### src/verilog/pong_settings.svh
////////////////////////////////////////////////////////////
// playfield geometry and game constants, all in pixels
// ball coordinates are the top left corner of the ball
// right line and bottom wall already have the ball size removed
////////////////////////////////////////////////////////////

`ifndef PONG_SETTINGS_SVH
`define PONG_SETTINGS_SVH

`define PONG_BALL_SIZE     15
`define PONG_RACKET_HEIGHT 80
`define PONG_ZONE_UPPER    26
`define PONG_ZONE_MID      55
`define PONG_LEFT_LINE     100
`define PONG_RIGHT_LINE    898
`define PONG_TOP_WALL      51
`define PONG_BOTTOM_WALL   702
`define PONG_SPEED         10
`define PONG_X_CENTRE      504
`define PONG_Y_CENTRE      376
`define PONG_EDGE_LOW      11
`define PONG_EDGE_HIGH     1012
`define PONG_WIN_POINTS    10
`define PONG_POS_W         11
`define PONG_RACKET_W      10
`define PONG_POINTS_W      4

`endif

### src/verilog/pong_pkg.sv
////////////////////////////////////////////////////////////
// enums shared by the ball and score logic
// both types are 3 bits wide
////////////////////////////////////////////////////////////

package pong_pkg;

    typedef enum logic [2:0] {
        ST_IDLE   = 3'd0,
        ST_SERVE  = 3'd1,
        ST_FLY    = 3'd2,
        ST_SCORED = 3'd3,
        ST_WIN    = 3'd4
    } game_state_e;

    // none means the ball stands still
    typedef enum logic [2:0] {
        DIR_NONE = 3'd0,
        DIR_SW   = 3'd1,
        DIR_W    = 3'd2,
        DIR_NW   = 3'd3,
        DIR_NE   = 3'd4,
        DIR_E    = 3'd5,
        DIR_SE   = 3'd6
    } flight_dir_e;

endpackage

### src/verilog/racket_check.sv
////////////////////////////////////////////////////////////
// purely combinational contact test at both racket lines
// a racket only reacts while the ball heads toward it
// bounce_dir is DIR_NONE away from the racket lines
////////////////////////////////////////////////////////////

`timescale 1ns/1ns
`include "pong_settings.svh"

module racket_check (
    input  logic [`PONG_POS_W-1:0]    ball_x,
    input  logic [`PONG_POS_W-1:0]    ball_y,
    input  pong_pkg::flight_dir_e     dir,
    input  logic [`PONG_RACKET_W-1:0] racket_right_y,
    input  logic [`PONG_RACKET_W-1:0] racket_left_y,
    output logic                      miss,
    output logic                      bounce,
    output pong_pkg::flight_dir_e     bounce_dir
);

    // one extra bit so the sums below never wrap
    localparam int CW = `PONG_POS_W + 1;

    logic          heading_east;
    logic          heading_west;
    logic          at_right;
    logic          at_left;
    logic          at_line;
    logic          outside;
    logic [CW-1:0] racket_top;
    logic [CW-1:0] contact_y;

    assign heading_east = (dir == pong_pkg::DIR_NE) || (dir == pong_pkg::DIR_E) ||
                          (dir == pong_pkg::DIR_SE);
    assign heading_west = (dir == pong_pkg::DIR_NW) || (dir == pong_pkg::DIR_W) ||
                          (dir == pong_pkg::DIR_SW);

    assign at_right = heading_east && (ball_x >= `PONG_RIGHT_LINE);
    assign at_left  = heading_west && (ball_x <= `PONG_LEFT_LINE);
    assign at_line  = at_right || at_left;

    // lower edge of the ball against the racket that faces it
    assign racket_top = at_right ? CW'(racket_right_y) : CW'(racket_left_y);
    assign contact_y  = CW'(ball_y) + CW'(`PONG_BALL_SIZE);
    assign outside    = (contact_y < racket_top) ||
                        (CW'(ball_y) > racket_top + CW'(`PONG_RACKET_HEIGHT));

    assign miss   = at_line && outside;
    assign bounce = at_line && !outside;

    // three racket zones
    always_comb begin
        if (!at_line) begin
            bounce_dir = pong_pkg::DIR_NONE;
        end else if (contact_y < racket_top + CW'(`PONG_ZONE_UPPER)) begin
            bounce_dir = at_right ? pong_pkg::DIR_NW : pong_pkg::DIR_NE;
        end else if (contact_y < racket_top + CW'(`PONG_ZONE_MID)) begin
            bounce_dir = at_right ? pong_pkg::DIR_W : pong_pkg::DIR_E;
        end else begin
            bounce_dir = at_right ? pong_pkg::DIR_SW : pong_pkg::DIR_SE;
        end
    end

endmodule

### src/verilog/ball_motion.sv
////////////////////////////////////////////////////////////
// ball position and heading, one step per end_of_frame
// end_of_frame pulses must be at least two cycles apart
// racket bounces are taken in ST_FLY only
////////////////////////////////////////////////////////////

`timescale 1ns/1ns
`include "pong_settings.svh"

module ball_motion (
    input  logic                   clk65MHz,
    input  logic                   rst,
    input  logic                   end_of_frame,
    input  pong_pkg::game_state_e  state,
    input  logic                   bounce,
    input  pong_pkg::flight_dir_e  bounce_dir,
    output logic [`PONG_POS_W-1:0] ball_x,
    output logic [`PONG_POS_W-1:0] ball_y,
    output pong_pkg::flight_dir_e  dir,
    output logic                   edge_reached
);

    localparam int POS_W = `PONG_POS_W;

    logic                  moving;
    logic                  step;
    logic                  between_lines;
    logic [POS_W-1:0]      next_x;
    logic [POS_W-1:0]      next_y;
    pong_pkg::flight_dir_e wall_dir;

    assign moving = (state == pong_pkg::ST_FLY) || (state == pong_pkg::ST_SCORED);

    // glide stop near the screen edge, the ball stays put on this frame
    assign edge_reached = (state == pong_pkg::ST_SCORED) && end_of_frame &&
                          ((ball_x > `PONG_EDGE_HIGH) || (ball_x < `PONG_EDGE_LOW));

    assign step          = moving && end_of_frame && !edge_reached;
    assign between_lines = (ball_x > `PONG_LEFT_LINE) && (ball_x < `PONG_RIGHT_LINE);

    ////////////////////////////////////////////////////////////
    // one step along the current heading
    always_comb begin
        case (dir)
            pong_pkg::DIR_NE, pong_pkg::DIR_E, pong_pkg::DIR_SE:
                next_x = ball_x + POS_W'(`PONG_SPEED);
            pong_pkg::DIR_NW, pong_pkg::DIR_W, pong_pkg::DIR_SW:
                next_x = ball_x - POS_W'(`PONG_SPEED);
            default:
                next_x = ball_x;
        endcase
        case (dir)
            pong_pkg::DIR_NE, pong_pkg::DIR_NW:
                next_y = ball_y - POS_W'(`PONG_SPEED);
            pong_pkg::DIR_SE, pong_pkg::DIR_SW:
                next_y = ball_y + POS_W'(`PONG_SPEED);
            default:
                next_y = ball_y;
        endcase
    end

    // top and bottom walls flip the vertical part only
    always_comb begin
        wall_dir = dir;
        if (between_lines && (ball_y <= `PONG_TOP_WALL)) begin
            if (dir == pong_pkg::DIR_NE) begin
                wall_dir = pong_pkg::DIR_SE;
            end else if (dir == pong_pkg::DIR_NW) begin
                wall_dir = pong_pkg::DIR_SW;
            end
        end else if (between_lines && (ball_y >= `PONG_BOTTOM_WALL)) begin
            if (dir == pong_pkg::DIR_SE) begin
                wall_dir = pong_pkg::DIR_NE;
            end else if (dir == pong_pkg::DIR_SW) begin
                wall_dir = pong_pkg::DIR_NW;
            end
        end
    end

    ////////////////////////////////////////////////////////////
    always_ff @(posedge clk65MHz) begin
        if (rst) begin
            ball_x <= POS_W'(`PONG_X_CENTRE);
            ball_y <= POS_W'(`PONG_Y_CENTRE);
            dir    <= pong_pkg::DIR_NONE;
        end else begin
            case (state)
                pong_pkg::ST_FLY, pong_pkg::ST_SCORED: begin
                    if (step) begin
                        ball_x <= next_x;
                        ball_y <= next_y;
                    end
                    if (bounce && (state == pong_pkg::ST_FLY)) begin
                        dir <= bounce_dir;
                    end else begin
                        dir <= wall_dir;
                    end
                end
                pong_pkg::ST_WIN: begin
                    ball_y <= '0;
                end
                pong_pkg::ST_SERVE: begin
                    ball_x <= POS_W'(`PONG_X_CENTRE);
                    ball_y <= POS_W'(`PONG_Y_CENTRE);
                    dir    <= pong_pkg::DIR_W;
                end
                default: begin
                    ball_x <= POS_W'(`PONG_X_CENTRE);
                    ball_y <= POS_W'(`PONG_Y_CENTRE);
                    dir    <= pong_pkg::DIR_NONE;
                end
            endcase
        end
    end

    // the glide stop keeps the ball inside the 1024 pixel line
    a_ball_x_on_screen: assert property (@(posedge clk65MHz) disable iff (rst)
        step |=> (ball_x < 1024));

endmodule

### src/verilog/game_fsm.sv
////////////////////////////////////////////////////////////
// five state game flow
// screen_idle overrides every other input
// a reached score limit wins from ST_SERVE without a serve
////////////////////////////////////////////////////////////

`timescale 1ns/1ns

module game_fsm (
    input  logic                  clk65MHz,
    input  logic                  rst,
    input  logic                  screen_idle,
    input  logic                  serve,
    input  logic                  miss,
    input  logic                  edge_reached,
    input  logic                  game_over,
    output pong_pkg::game_state_e state
);

    pong_pkg::game_state_e state_next;

    always_comb begin
        state_next = state;
        if (screen_idle) begin
            state_next = pong_pkg::ST_IDLE;
        end else begin
            case (state)
                pong_pkg::ST_IDLE: begin
                    state_next = pong_pkg::ST_SERVE;
                end
                pong_pkg::ST_SERVE: begin
                    if (game_over) begin
                        state_next = pong_pkg::ST_WIN;
                    end else if (serve) begin
                        state_next = pong_pkg::ST_FLY;
                    end
                end
                pong_pkg::ST_FLY: begin
                    if (miss) begin
                        state_next = pong_pkg::ST_SCORED;
                    end
                end
                // ball glides out until it hits the edge
                pong_pkg::ST_SCORED: begin
                    if (edge_reached) begin
                        state_next = pong_pkg::ST_SERVE;
                    end
                end
                pong_pkg::ST_WIN: begin
                    if (serve) begin
                        state_next = pong_pkg::ST_IDLE;
                    end
                end
                default: begin
                    state_next = pong_pkg::ST_IDLE;
                end
            endcase
        end
    end

    always_ff @(posedge clk65MHz) begin
        if (rst) begin
            state <= pong_pkg::ST_IDLE;
        end else begin
            state <= state_next;
        end
    end

    a_win_after_serve: assert property (@(posedge clk65MHz) disable iff (rst)
        $rose(state == pong_pkg::ST_WIN) |-> ($past(state) == pong_pkg::ST_SERVE));

endmodule

### src/verilog/score_keeper.sv
////////////////////////////////////////////////////////////
// point counters for both players
// who_won lags the state by one cycle
// 1 means the right player won, 2 the left one
////////////////////////////////////////////////////////////

`timescale 1ns/1ns
`include "pong_settings.svh"

module score_keeper (
    input  logic                      clk65MHz,
    input  logic                      rst,
    input  pong_pkg::game_state_e     state,
    input  logic                      edge_reached,
    input  pong_pkg::flight_dir_e     dir,
    output logic [`PONG_POINTS_W-1:0] points_right,
    output logic [`PONG_POINTS_W-1:0] points_left,
    output logic                      game_over,
    output logic [1:0]                who_won
);

    localparam int PW = `PONG_POINTS_W;

    logic heading_west;
    logic point_scored;

    assign heading_west = (dir == pong_pkg::DIR_NW) || (dir == pong_pkg::DIR_W) ||
                          (dir == pong_pkg::DIR_SW);
    assign point_scored = (state == pong_pkg::ST_SCORED) && edge_reached;
    assign game_over    = (points_right >= PW'(`PONG_WIN_POINTS)) ||
                          (points_left >= PW'(`PONG_WIN_POINTS));

    // ball lost on the left side scores for the right player
    always_ff @(posedge clk65MHz) begin
        if (rst || (state == pong_pkg::ST_IDLE)) begin
            points_right <= '0;
            points_left  <= '0;
        end else if (point_scored && heading_west) begin
            points_right <= points_right + 1'b1;
        end else if (point_scored) begin
            points_left <= points_left + 1'b1;
        end
    end

    always_ff @(posedge clk65MHz) begin
        if (rst || (state != pong_pkg::ST_WIN)) begin
            who_won <= 2'd0;
        end else begin
            who_won <= (points_right > points_left) ? 2'd1 : 2'd2;
        end
    end

    a_score_limit: assert property (@(posedge clk65MHz) disable iff (rst)
        point_scored |=> (points_right <= `PONG_WIN_POINTS) &&
                         (points_left <= `PONG_WIN_POINTS));

endmodule

### src/verilog/pong_ball_top.sv
////////////////////////////////////////////////////////////
// ball and score logic of the two player paddle game
// end_of_frame is a one cycle pulse, at least two cycles apart
// serve and screen_idle are plain levels
////////////////////////////////////////////////////////////

`timescale 1ns/1ns
`include "pong_settings.svh"

module pong_ball_top (
    input  logic                      clk65MHz,
    input  logic                      rst,
    input  logic                      end_of_frame,
    input  logic                      serve,
    input  logic                      screen_idle,
    input  logic [`PONG_RACKET_W-1:0] racket_right_y,
    input  logic [`PONG_RACKET_W-1:0] racket_left_y,
    output logic [`PONG_POINTS_W-1:0] points_right,
    output logic [`PONG_POINTS_W-1:0] points_left,
    output logic [1:0]                who_won,
    output logic [`PONG_POS_W-1:0]    ball_x,
    output logic [`PONG_POS_W-1:0]    ball_y
);

    pong_pkg::game_state_e state;
    pong_pkg::flight_dir_e dir;
    pong_pkg::flight_dir_e bounce_dir;
    logic                  miss;
    logic                  bounce;
    logic                  edge_reached;
    logic                  game_over;

    game_fsm game_fsm_inst (
        .clk65MHz     (clk65MHz),
        .rst          (rst),
        .screen_idle  (screen_idle),
        .serve        (serve),
        .miss         (miss),
        .edge_reached (edge_reached),
        .game_over    (game_over),
        .state        (state)
    );

    ball_motion ball_motion_inst (
        .clk65MHz     (clk65MHz),
        .rst          (rst),
        .end_of_frame (end_of_frame),
        .state        (state),
        .bounce       (bounce),
        .bounce_dir   (bounce_dir),
        .ball_x       (ball_x),
        .ball_y       (ball_y),
        .dir          (dir),
        .edge_reached (edge_reached)
    );

    racket_check racket_check_inst (
        .ball_x         (ball_x),
        .ball_y         (ball_y),
        .dir            (dir),
        .racket_right_y (racket_right_y),
        .racket_left_y  (racket_left_y),
        .miss           (miss),
        .bounce         (bounce),
        .bounce_dir     (bounce_dir)
    );

    score_keeper score_keeper_inst (
        .clk65MHz     (clk65MHz),
        .rst          (rst),
        .state        (state),
        .edge_reached (edge_reached),
        .dir          (dir),
        .points_right (points_right),
        .points_left  (points_left),
        .game_over    (game_over),
        .who_won      (who_won)
    );

endmodule

### config.mk
export PLATFORM = sky130hd
export DESIGN_NAME = pong_ball_top
export DESIGN_NICKNAME = d
export VERILOG_FILES = /design/src/verilog/pong_pkg.sv /design/src/verilog/racket_check.sv /design/src/verilog/ball_motion.sv /design/src/verilog/game_fsm.sv /design/src/verilog/score_keeper.sv /design/src/verilog/pong_ball_top.sv
export VERILOG_INCLUDE_DIRS = /design/src /design/src/verilog
export SDC_FILE = /design/constraint.sdc
export NUM_CORES = 1
export LEC_CHECK = 0
export BUFFER_PORTS_ARGS = -buffer_cell sky130_fd_sc_hd__buf_2
export CAP_MARGIN = 15
export CORE_MARGIN = 2
export CORE_UTILIZATION = 54
export CTS_BUF_LIST = sky130_fd_sc_hd__clkbuf_4 sky130_fd_sc_hd__clkbuf_8
export CTS_CLUSTER_DIAMETER = 150
export DETAILED_ROUTE_END_ITERATION = 10
export PLACE_DENSITY = 0.78
export RECOVER_POWER = 25
export SLEW_MARGIN = 5
export SYNTH_ARGS = -nofsm -noshare
export SYNTH_HDL_FRONTEND = slang
export SYNTH_SLANG_ARGS = --single-unit
### constraint.sdc
create_clock -name clk65MHz -period 5.3 [get_ports clk65MHz]
set_input_delay 0.53 -clock clk65MHz [delete_from_list [all_inputs] [get_ports clk65MHz]]
set_output_delay 0.53 -clock clk65MHz [all_outputs]
set_load 0.02 [all_outputs]
Word-level counts from Yosys, hierarchy flattened
Cells that the tools add are included.

word-level totals
  register bits after elaboration = 38
  input port bits = 25
  output and inout port bits = 32

operators by class
  add/subtract/negate cells = 10
  $lt $le $gt $ge = 15
  equality and inequality tests = 21
  muxes and demuxes = 28
  bitwise gates (word level) = 2
  reduce and logical (&&, ||, !) cells = 39

operators with widths
  cell                                                                 number
  one-hot mux 11 bit (2 select lines)                                  4
  2-to-1 mux 3 bit                                                     18
  < comparator 12 bit                                                  3
  adder 11 x 4 -> 11 bit, second input constant                        2
  greater-or-equal comparator 11 x 10 -> 1 bit, second input constant  2
  2-to-1 mux 11 bit                                                    2
  subtractor 11 x 4 -> 11 bit, second input constant                   2
  one-hot mux 3 bit (5 select lines)                                   1
  logical AND 1 bit                                                    14
  adder 11 x 4 -> 12 bit, second input constant                        1
  adder 12 x 5 -> 12 bit, second input constant                        1
  adder 12 x 6 -> 12 bit, second input constant                        1
  adder 12 x 7 -> 12 bit, second input constant                        1
  == test 3 x 2 -> 1 bit, second input constant                        4
  == test 3 bit, second input constant                                 4
  greater-than comparator 11 x 12 -> 1 bit                             1
  != test 3 bit, second input constant                                 4
  greater-than comparator 11 x 10 -> 1 bit, second input constant      1
  greater-than comparator 11 x 7 -> 1 bit, second input constant       1
  <= comparator 11 x 6 -> 1 bit, second input constant                 1
  <= comparator 11 x 7 -> 1 bit, second input constant                 1
  logical OR 1 bit                                                     11
  < comparator 11 x 10 -> 1 bit, second input constant                 1
  < comparator 11 x 4 -> 1 bit, second input constant                  1
  20 further kinds                                                     33

Logic depth before layout (Yosys ltp)
  depth in word-level cells = 13
  depth in mapped cells = 19
  gate-level depth less buffers = 18

Cells and area by module
Synthesis repeated with hierarchy kept, for this count alone.

unflattened totals
  cells, all modules = 574
  area, all modules = 4,684.5 sq um

by module, submodules not included
  module        times used  cells each  area an instance (sq um)
  ball_motion   1           260         2,060.7
  racket_check  1           236         1,890.6
  score_keeper  1           65          588.1
  game_fsm      1           13          145.1

Worst setup path before layout
No wires, ideal clock.

  path kind = register to register
  start = reg ball_motion_inst.ball_x[8]
  end = reg ball_motion_inst.dir[1]
  library setup time = 129 ps
  data arrival time = 4,016 ps
  required time = 5,171 ps
  setup slack = 1,155 ps
  stages on the path, launching flop included = 18
  path buffers = 0
  clock period less this slack = 4,145 ps
  path through = dfxtp_1 > a31oi_1 > a211oi_4 > mux2i_1 > inv_1 > ha_1 > a21oi_1 > nor3_1 > xor2_1 > ha_1 > o21a_1 > o21ai_0 > nor3_1 > a211oi_1 > a21oi_1 > xor2_1 > o21ai_0 > o21ai_0

between the ends
  word-level cells in the longest chain between the ends = 11
  elaborated cells between the ends (all ways) = 35
  classes of those cells = 3 x add/sub; 8 x order compare; 3 x eq/ne; 10 x mux; 11 x reduce/logical

ends and longest elaborated chain
  what                                                                                        line                text
  start, declared                                                                             ball_motion.sv:17   output logic [`PONG_POS_W-1:0] ball_x,
  start signal, assigned                                                                      ball_motion.sv:83   ball_x <= POS_W'(`PONG_X_CENTRE);
  start signal, assigned                                                                      ball_motion.sv:90   ball_x <= next_x;
  start signal, assigned                                                                      ball_motion.sv:103  ball_x <= POS_W'(`PONG_X_CENTRE);
  greater-or-equal comparator 11 x 10 -> 1 bit (no line)                                      -
  logical AND 1 bit                                                                           racket_check.sv:38  assign at_right = heading_east && (ball_x >= `PONG_RIGHT_LINE);
  2-to-1 mux 10 bit                                                                           racket_check.sv:43  assign racket_top = at_right ? CW'(racket_right_y) : CW'(racket_left_y);
  adder 12 x 7 -> 12 bit                                                                      racket_check.sv:46  (CW'(ball_y) > racket_top + CW'(`PONG_RACKET_HEIGHT));
  greater-than comparator 11 x 12 -> 1 bit                                                    racket_check.sv:46
  logical OR 1 bit                                                                            racket_check.sv:45  assign outside = (contact_y < racket_top) ||
  zero test 1 bit                                                                             racket_check.sv:49  assign bounce = at_line && !outside;
  logical AND 1 bit                                                                           racket_check.sv:49
  logical AND 1 bit                                                                           ball_motion.sv:93   if (bounce && (state == pong_pkg::ST_FLY)) begin
  != test 5 bit (no line) (tied with other cells)                                             -
  AND reduction 4 bit (no line) / one-hot mux 3 bit (3 select lines) (equally long branches)  -
  end signal, assigned                                                                        ball_motion.sv:94   dir <= bounce_dir;
  end signal, assigned                                                                        ball_motion.sv:96   dir <= wall_dir;
  end signal, assigned                                                                        ball_motion.sv:105  dir <= pong_pkg::DIR_W;
  end, declared                                                                               ball_motion.sv:19   output pong_pkg::flight_dir_e dir,

Several ways; a longest one is shown, not always the timed one.
A chain may end at the register's enable or synchronous reset.

Worst setup path after layout
  start = reg ball_motion_inst.dir[2]
  end = reg ball_motion_inst.dir[1]

between the ends
  word-level cells in the longest chain between the ends = 13
  elaborated cells between the ends (all ways) = 41
  classes of those cells = 3 x add/sub; 4 x order compare; 9 x eq/ne; 13 x mux; 12 x reduce/logical

ends and longest elaborated chain
  what                                                                                        line                                   text
  start signal, assigned                                                                      ball_motion.sv:85                      dir <= pong_pkg::DIR_NONE;
  start signal, assigned                                                                      ball_motion.sv:94
  start signal, assigned                                                                      ball_motion.sv:96
  == test 3 bit, on equally long branches                                                     racket_check.sv:33, ball_motion.sv:66
  logical OR 1 bit (2 in a row)                                                               racket_check.sv:33                     assign heading_east = (dir == pong_pkg::DIR_NE) || (dir == pong_pkg::DIR_E) ||
  logical AND 1 bit                                                                           racket_check.sv:38
  2-to-1 mux 10 bit                                                                           racket_check.sv:43
  adder 12 x 7 -> 12 bit                                                                      racket_check.sv:46
  greater-than comparator 11 x 12 -> 1 bit                                                    racket_check.sv:46
  logical OR 1 bit                                                                            racket_check.sv:45
  zero test 1 bit                                                                             racket_check.sv:49
  logical AND 1 bit                                                                           racket_check.sv:49
  logical AND 1 bit                                                                           ball_motion.sv:93
  != test 5 bit (no line) (tied with other cells)                                             -
  AND reduction 4 bit (no line) / one-hot mux 3 bit (3 select lines) (equally long branches)  -

Several ways; a longest one is shown, not always the timed one. The select of a mux whose other input is x is not followed.

==> out/results.ini <==
[cells_and_area]
drive_gt1_share_pct=11.3
multiInputGateArea_um2=3300
n_fill_cell=695
diodes=0
final_nets=679
syn2layout_area_growth_pct=11.3
seqCellArea_um2=721

[timing]
tightest_slew_ns=0.809
rsz0062_at_grt=no
fin_setup_tns_ns=0
hold_viol_final=0
finalMaxSlewViolations=0
fin_skew_ns=0.00413
period_share_pct=86.1
fin_crit_ns=4.56
fmax_ghz=0.219
slew_headroom_pct=44.6
setup_viol=0

[floorplanning]
die_x_um=92.3
die_y_um=92.3
rows=32
ios=57
initial_core_util_pct=55.0
die_area_um2=8510
core_area_um2=7650

[logic_synthesis]
synth_fa_ha_area_share_pct=19.4
synth_compound_area_share_pct=22.9
synth_xor_area_share_pct=11.0
seq_area_frac_synth_pct=17.1
synth_area_leaders=ha_1 18%, dfxtp_1 17%, xnor2_1 7.5%
synth_top_family_by_area=compound AO/OA/AOI/OAI gates
synth-seq-cells=36
synth_edf_count=0
yosysTopAreaCellShare_pct=18.4
async_flop_share_pct=0
avgSynthCellArea_um2=7.85
synth_cell_type_count=62
yosys.area.top_type=ha_1
yosysWarnings=0
ys.flop_type=dfxtp_1
synthMuxAreaShare_pct=3.87
synth_cells=536
syn_area_um2=4210
synthSimpleGateAreaFrac_pct=21.1

[worst_setup_path]
cp_top_family=compound AO/OA/AOI/OAI gates
critPathLaunchType=flop
rr_startpoint=ball_motion_inst.dir[2]
r2r_slack_ns=0.74
cp_slowest_stage_delay_ns=0.62
cp.arrival_ns=4.73
required_ns=5.47
reg2reg_to=ball_motion_inst.dir[1]
worst_path_most_repeated_cell=o21ai_0
r2r_cells=18
crit_buf_inv=1
crit_fanout=10
critPathSlowestCell=mux2i_1
critPathKind=flop to flop
crit_chain=a21bo_2, a211oi_4, mux2i_1, inv_1, ha_1, nor2_1, nor3_1, nand2_1, xnor2_1, ha_1, o21a_1, o21ai_0, nor3_1, a211oi_1, a21oi_1, xor2_1, o21ai_0, o21ai_0
critPathCaptureType=flop

[drt]
vias_per_cell=5.92
finalWirelength_mm=10.9
drt_iter0_drc=258
ant_nets=0
vias=4106
routedWlPerCell_um=15.7
drcViolationCount=0
firstDrtPassIters=5

[clock_network]
ctsRootBufferMaster=clkbuf_8
htreeDepth=2
cts_tree=yes
clock_latency_ns=0.29
ctsHoldBuffers=0
cts_resized=0
cts_sinks=36
clk_pin_slew_worst_paths_ns=0.07
post_cts_buffers=0
cts_buffers=5
clk_path_buf_depth=2

[global_routing]
grt_use_total_pct=26.6
grt_pass1_wl_mm=18.7
grt_overflow=0
grt_max_degree=23
grt_pass1_vias=3992
antenna_found_initial=0

[pwr]
design_power_total_mw=0.647
ir_drop_v=0.000191
powerDensity_nw_per_um2=138
power_leakage_nw=1.97

[hold_path]
min_path_cells=2
hold_class=primary input to flop
hold_start=screen_idle
holdPathEnd=game_fsm_inst.state[2]

[place]
hpwl_mm=8.61
gp_congestion=0.888
io_buffers=54

[job]
cap_violations=0

[status]
status=finished clean

==> worst reg2reg max path, stage by stage (launching register included) <==
cell	delay (ns)
dfxtp_1	0.44
a21bo_2	0.28
a211oi_4	0.54
mux2i_1	0.63
inv_1	0.15
ha_1	0.26
nor2_1	0.19
nor3_1	0.11
nand2_1	0.10
xnor2_1	0.15
ha_1	0.28
o21a_1	0.11
o21ai_0	0.27
nor3_1	0.09
a211oi_1	0.31
a21oi_1	0.14
xor2_1	0.16
o21ai_0	0.14
o21ai_0	0.08
==> through the flow <==
step | instance area (um^2) | util (%) | cells | setup WS [ns] | hold slack, ns
2_1_floorplan | 4210 | - | 537 | 1.15 | 0.517
3_3_place_gp | 4610 | 60.2 | 685 | 1.02 | 0.542
3_5_place_dp | 4610 | 60.2 | 685 | 0.831 | 0.563
4_1_cts | 4700 | 61.5 | 693 | 0.803 | 0.415
5_1_grt | 4680 | 61.3 | 693 | 0.370 | 0.417
6_report | 4680 | 61.3 | 693 | 0.738 | 0.427
==> kinds of logic (layout without fill, tap and decap cells) <==
group | count (synthesis) | count (layout)
simple gates | 180 | 180
compound gates | 139 | 139
fa+ha+maj | 64 | 64
xor+xnor | 53 | 53
buf+inv | 47 | 101
flops | 36 | 36
mux | 16 | 16
other cells | 1 | 2
==> registers in the layout (all words and copies together), names as in the netlist <==
name,flops
score_keeper_inst.points_left,4
ball_motion_inst.dir,3
ball_motion_inst.ball_y,10
score_keeper_inst.points_right,4
game_fsm_inst.state,3
score_keeper_inst.who_won,2
ball_motion_inst.ball_x,10
==> area by class of cell <==
type | instances | share of cell area [%]
Clock buffer | 8 | 2.08
Sequential cell | 36 | 15.4
Multi-Input combinational cell | 454 | 70.5
Tap cell | 102 | 2.72
Inverter | 29 | 2.32
Timing Repair Buffer | 64 | 6.94
==> placed cells by master, fill, tap and decap left out, types with 9 or more instances in the layout <==
cell and instances:
a21oi_1 37, nand3_1 15, dfxtp_1 36, nor3_1 19
a21o_1 12, xnor2_1 36, buf_2 38, ha_1 62
clkbuf_1 16, a211oi_1 9, o22ai_1 9, o21ai_0 22
inv_1 28, mux2i_1 14, nand2_1 38, nor2_1 51
nand2b_1 15, xor2_1 17, buf_4 10
==> routing by layer <==
metal | vias to the layer above | wire, um | GRT usage (%)
li1 | 2053 | - | -
met1 | 1911 | 4860 | 33.5
met2 | 113 | 5220 | 46.0
met3 | 29 | 408 | 3.37
met4 | 0 | 385 | 11.1
met5 | - | 0 | 0
==> power breakdown <==
part           switching [mW]  internal [mW]
Clock                  0.0985          0.116
Combinational          0.0880         0.0700
Sequential            0.00297          0.271
Total                   0.189          0.458
==> Yosys cell counts, types with 3 or more instances <==
library cell  number
ha_1              62
nor2_1            51
nand2_1           38
a21oi_1           37
dfxtp_1           36
xnor2_1           36
inv_1             28
o21ai_0           22
nor3_1            19
xor2_1            17
nand2b_1          15
nand3_1           15
mux2i_1           14
a21o_1            12
clkbuf_1          11
a211oi_1           9
o22ai_1            9
nand4_1            8
nor2b_1            8
o21bai_1           6
o211ai_1           5
o21a_1             5
o31ai_1            5
or3_1              5
and2_1             4
a2111oi_0          3
buf_1              3
nor4_1             3
o41ai_1            3
==> worst max-delay path by stage <==
stage,to,slack (ns),cells past startpoint,startpoint
floorplan,ball_motion_inst.dir[1],1.15,17,ball_motion_inst.ball_x[8]
global placement,ball_motion_inst.dir[1],1.02,18,ball_motion_inst.ball_x[9]
detailed placement,ball_motion_inst.dir[1],0.83,18,ball_motion_inst.dir[2]
CTS,ball_motion_inst.dir[1],0.80,18,ball_motion_inst.dir[2]
global route,ball_motion_inst.dir[1],0.37,18,ball_motion_inst.dir[2]
finish,ball_motion_inst.dir[1],0.74,18,ball_motion_inst.dir[2]
Power figures use the tool's default switching activity.
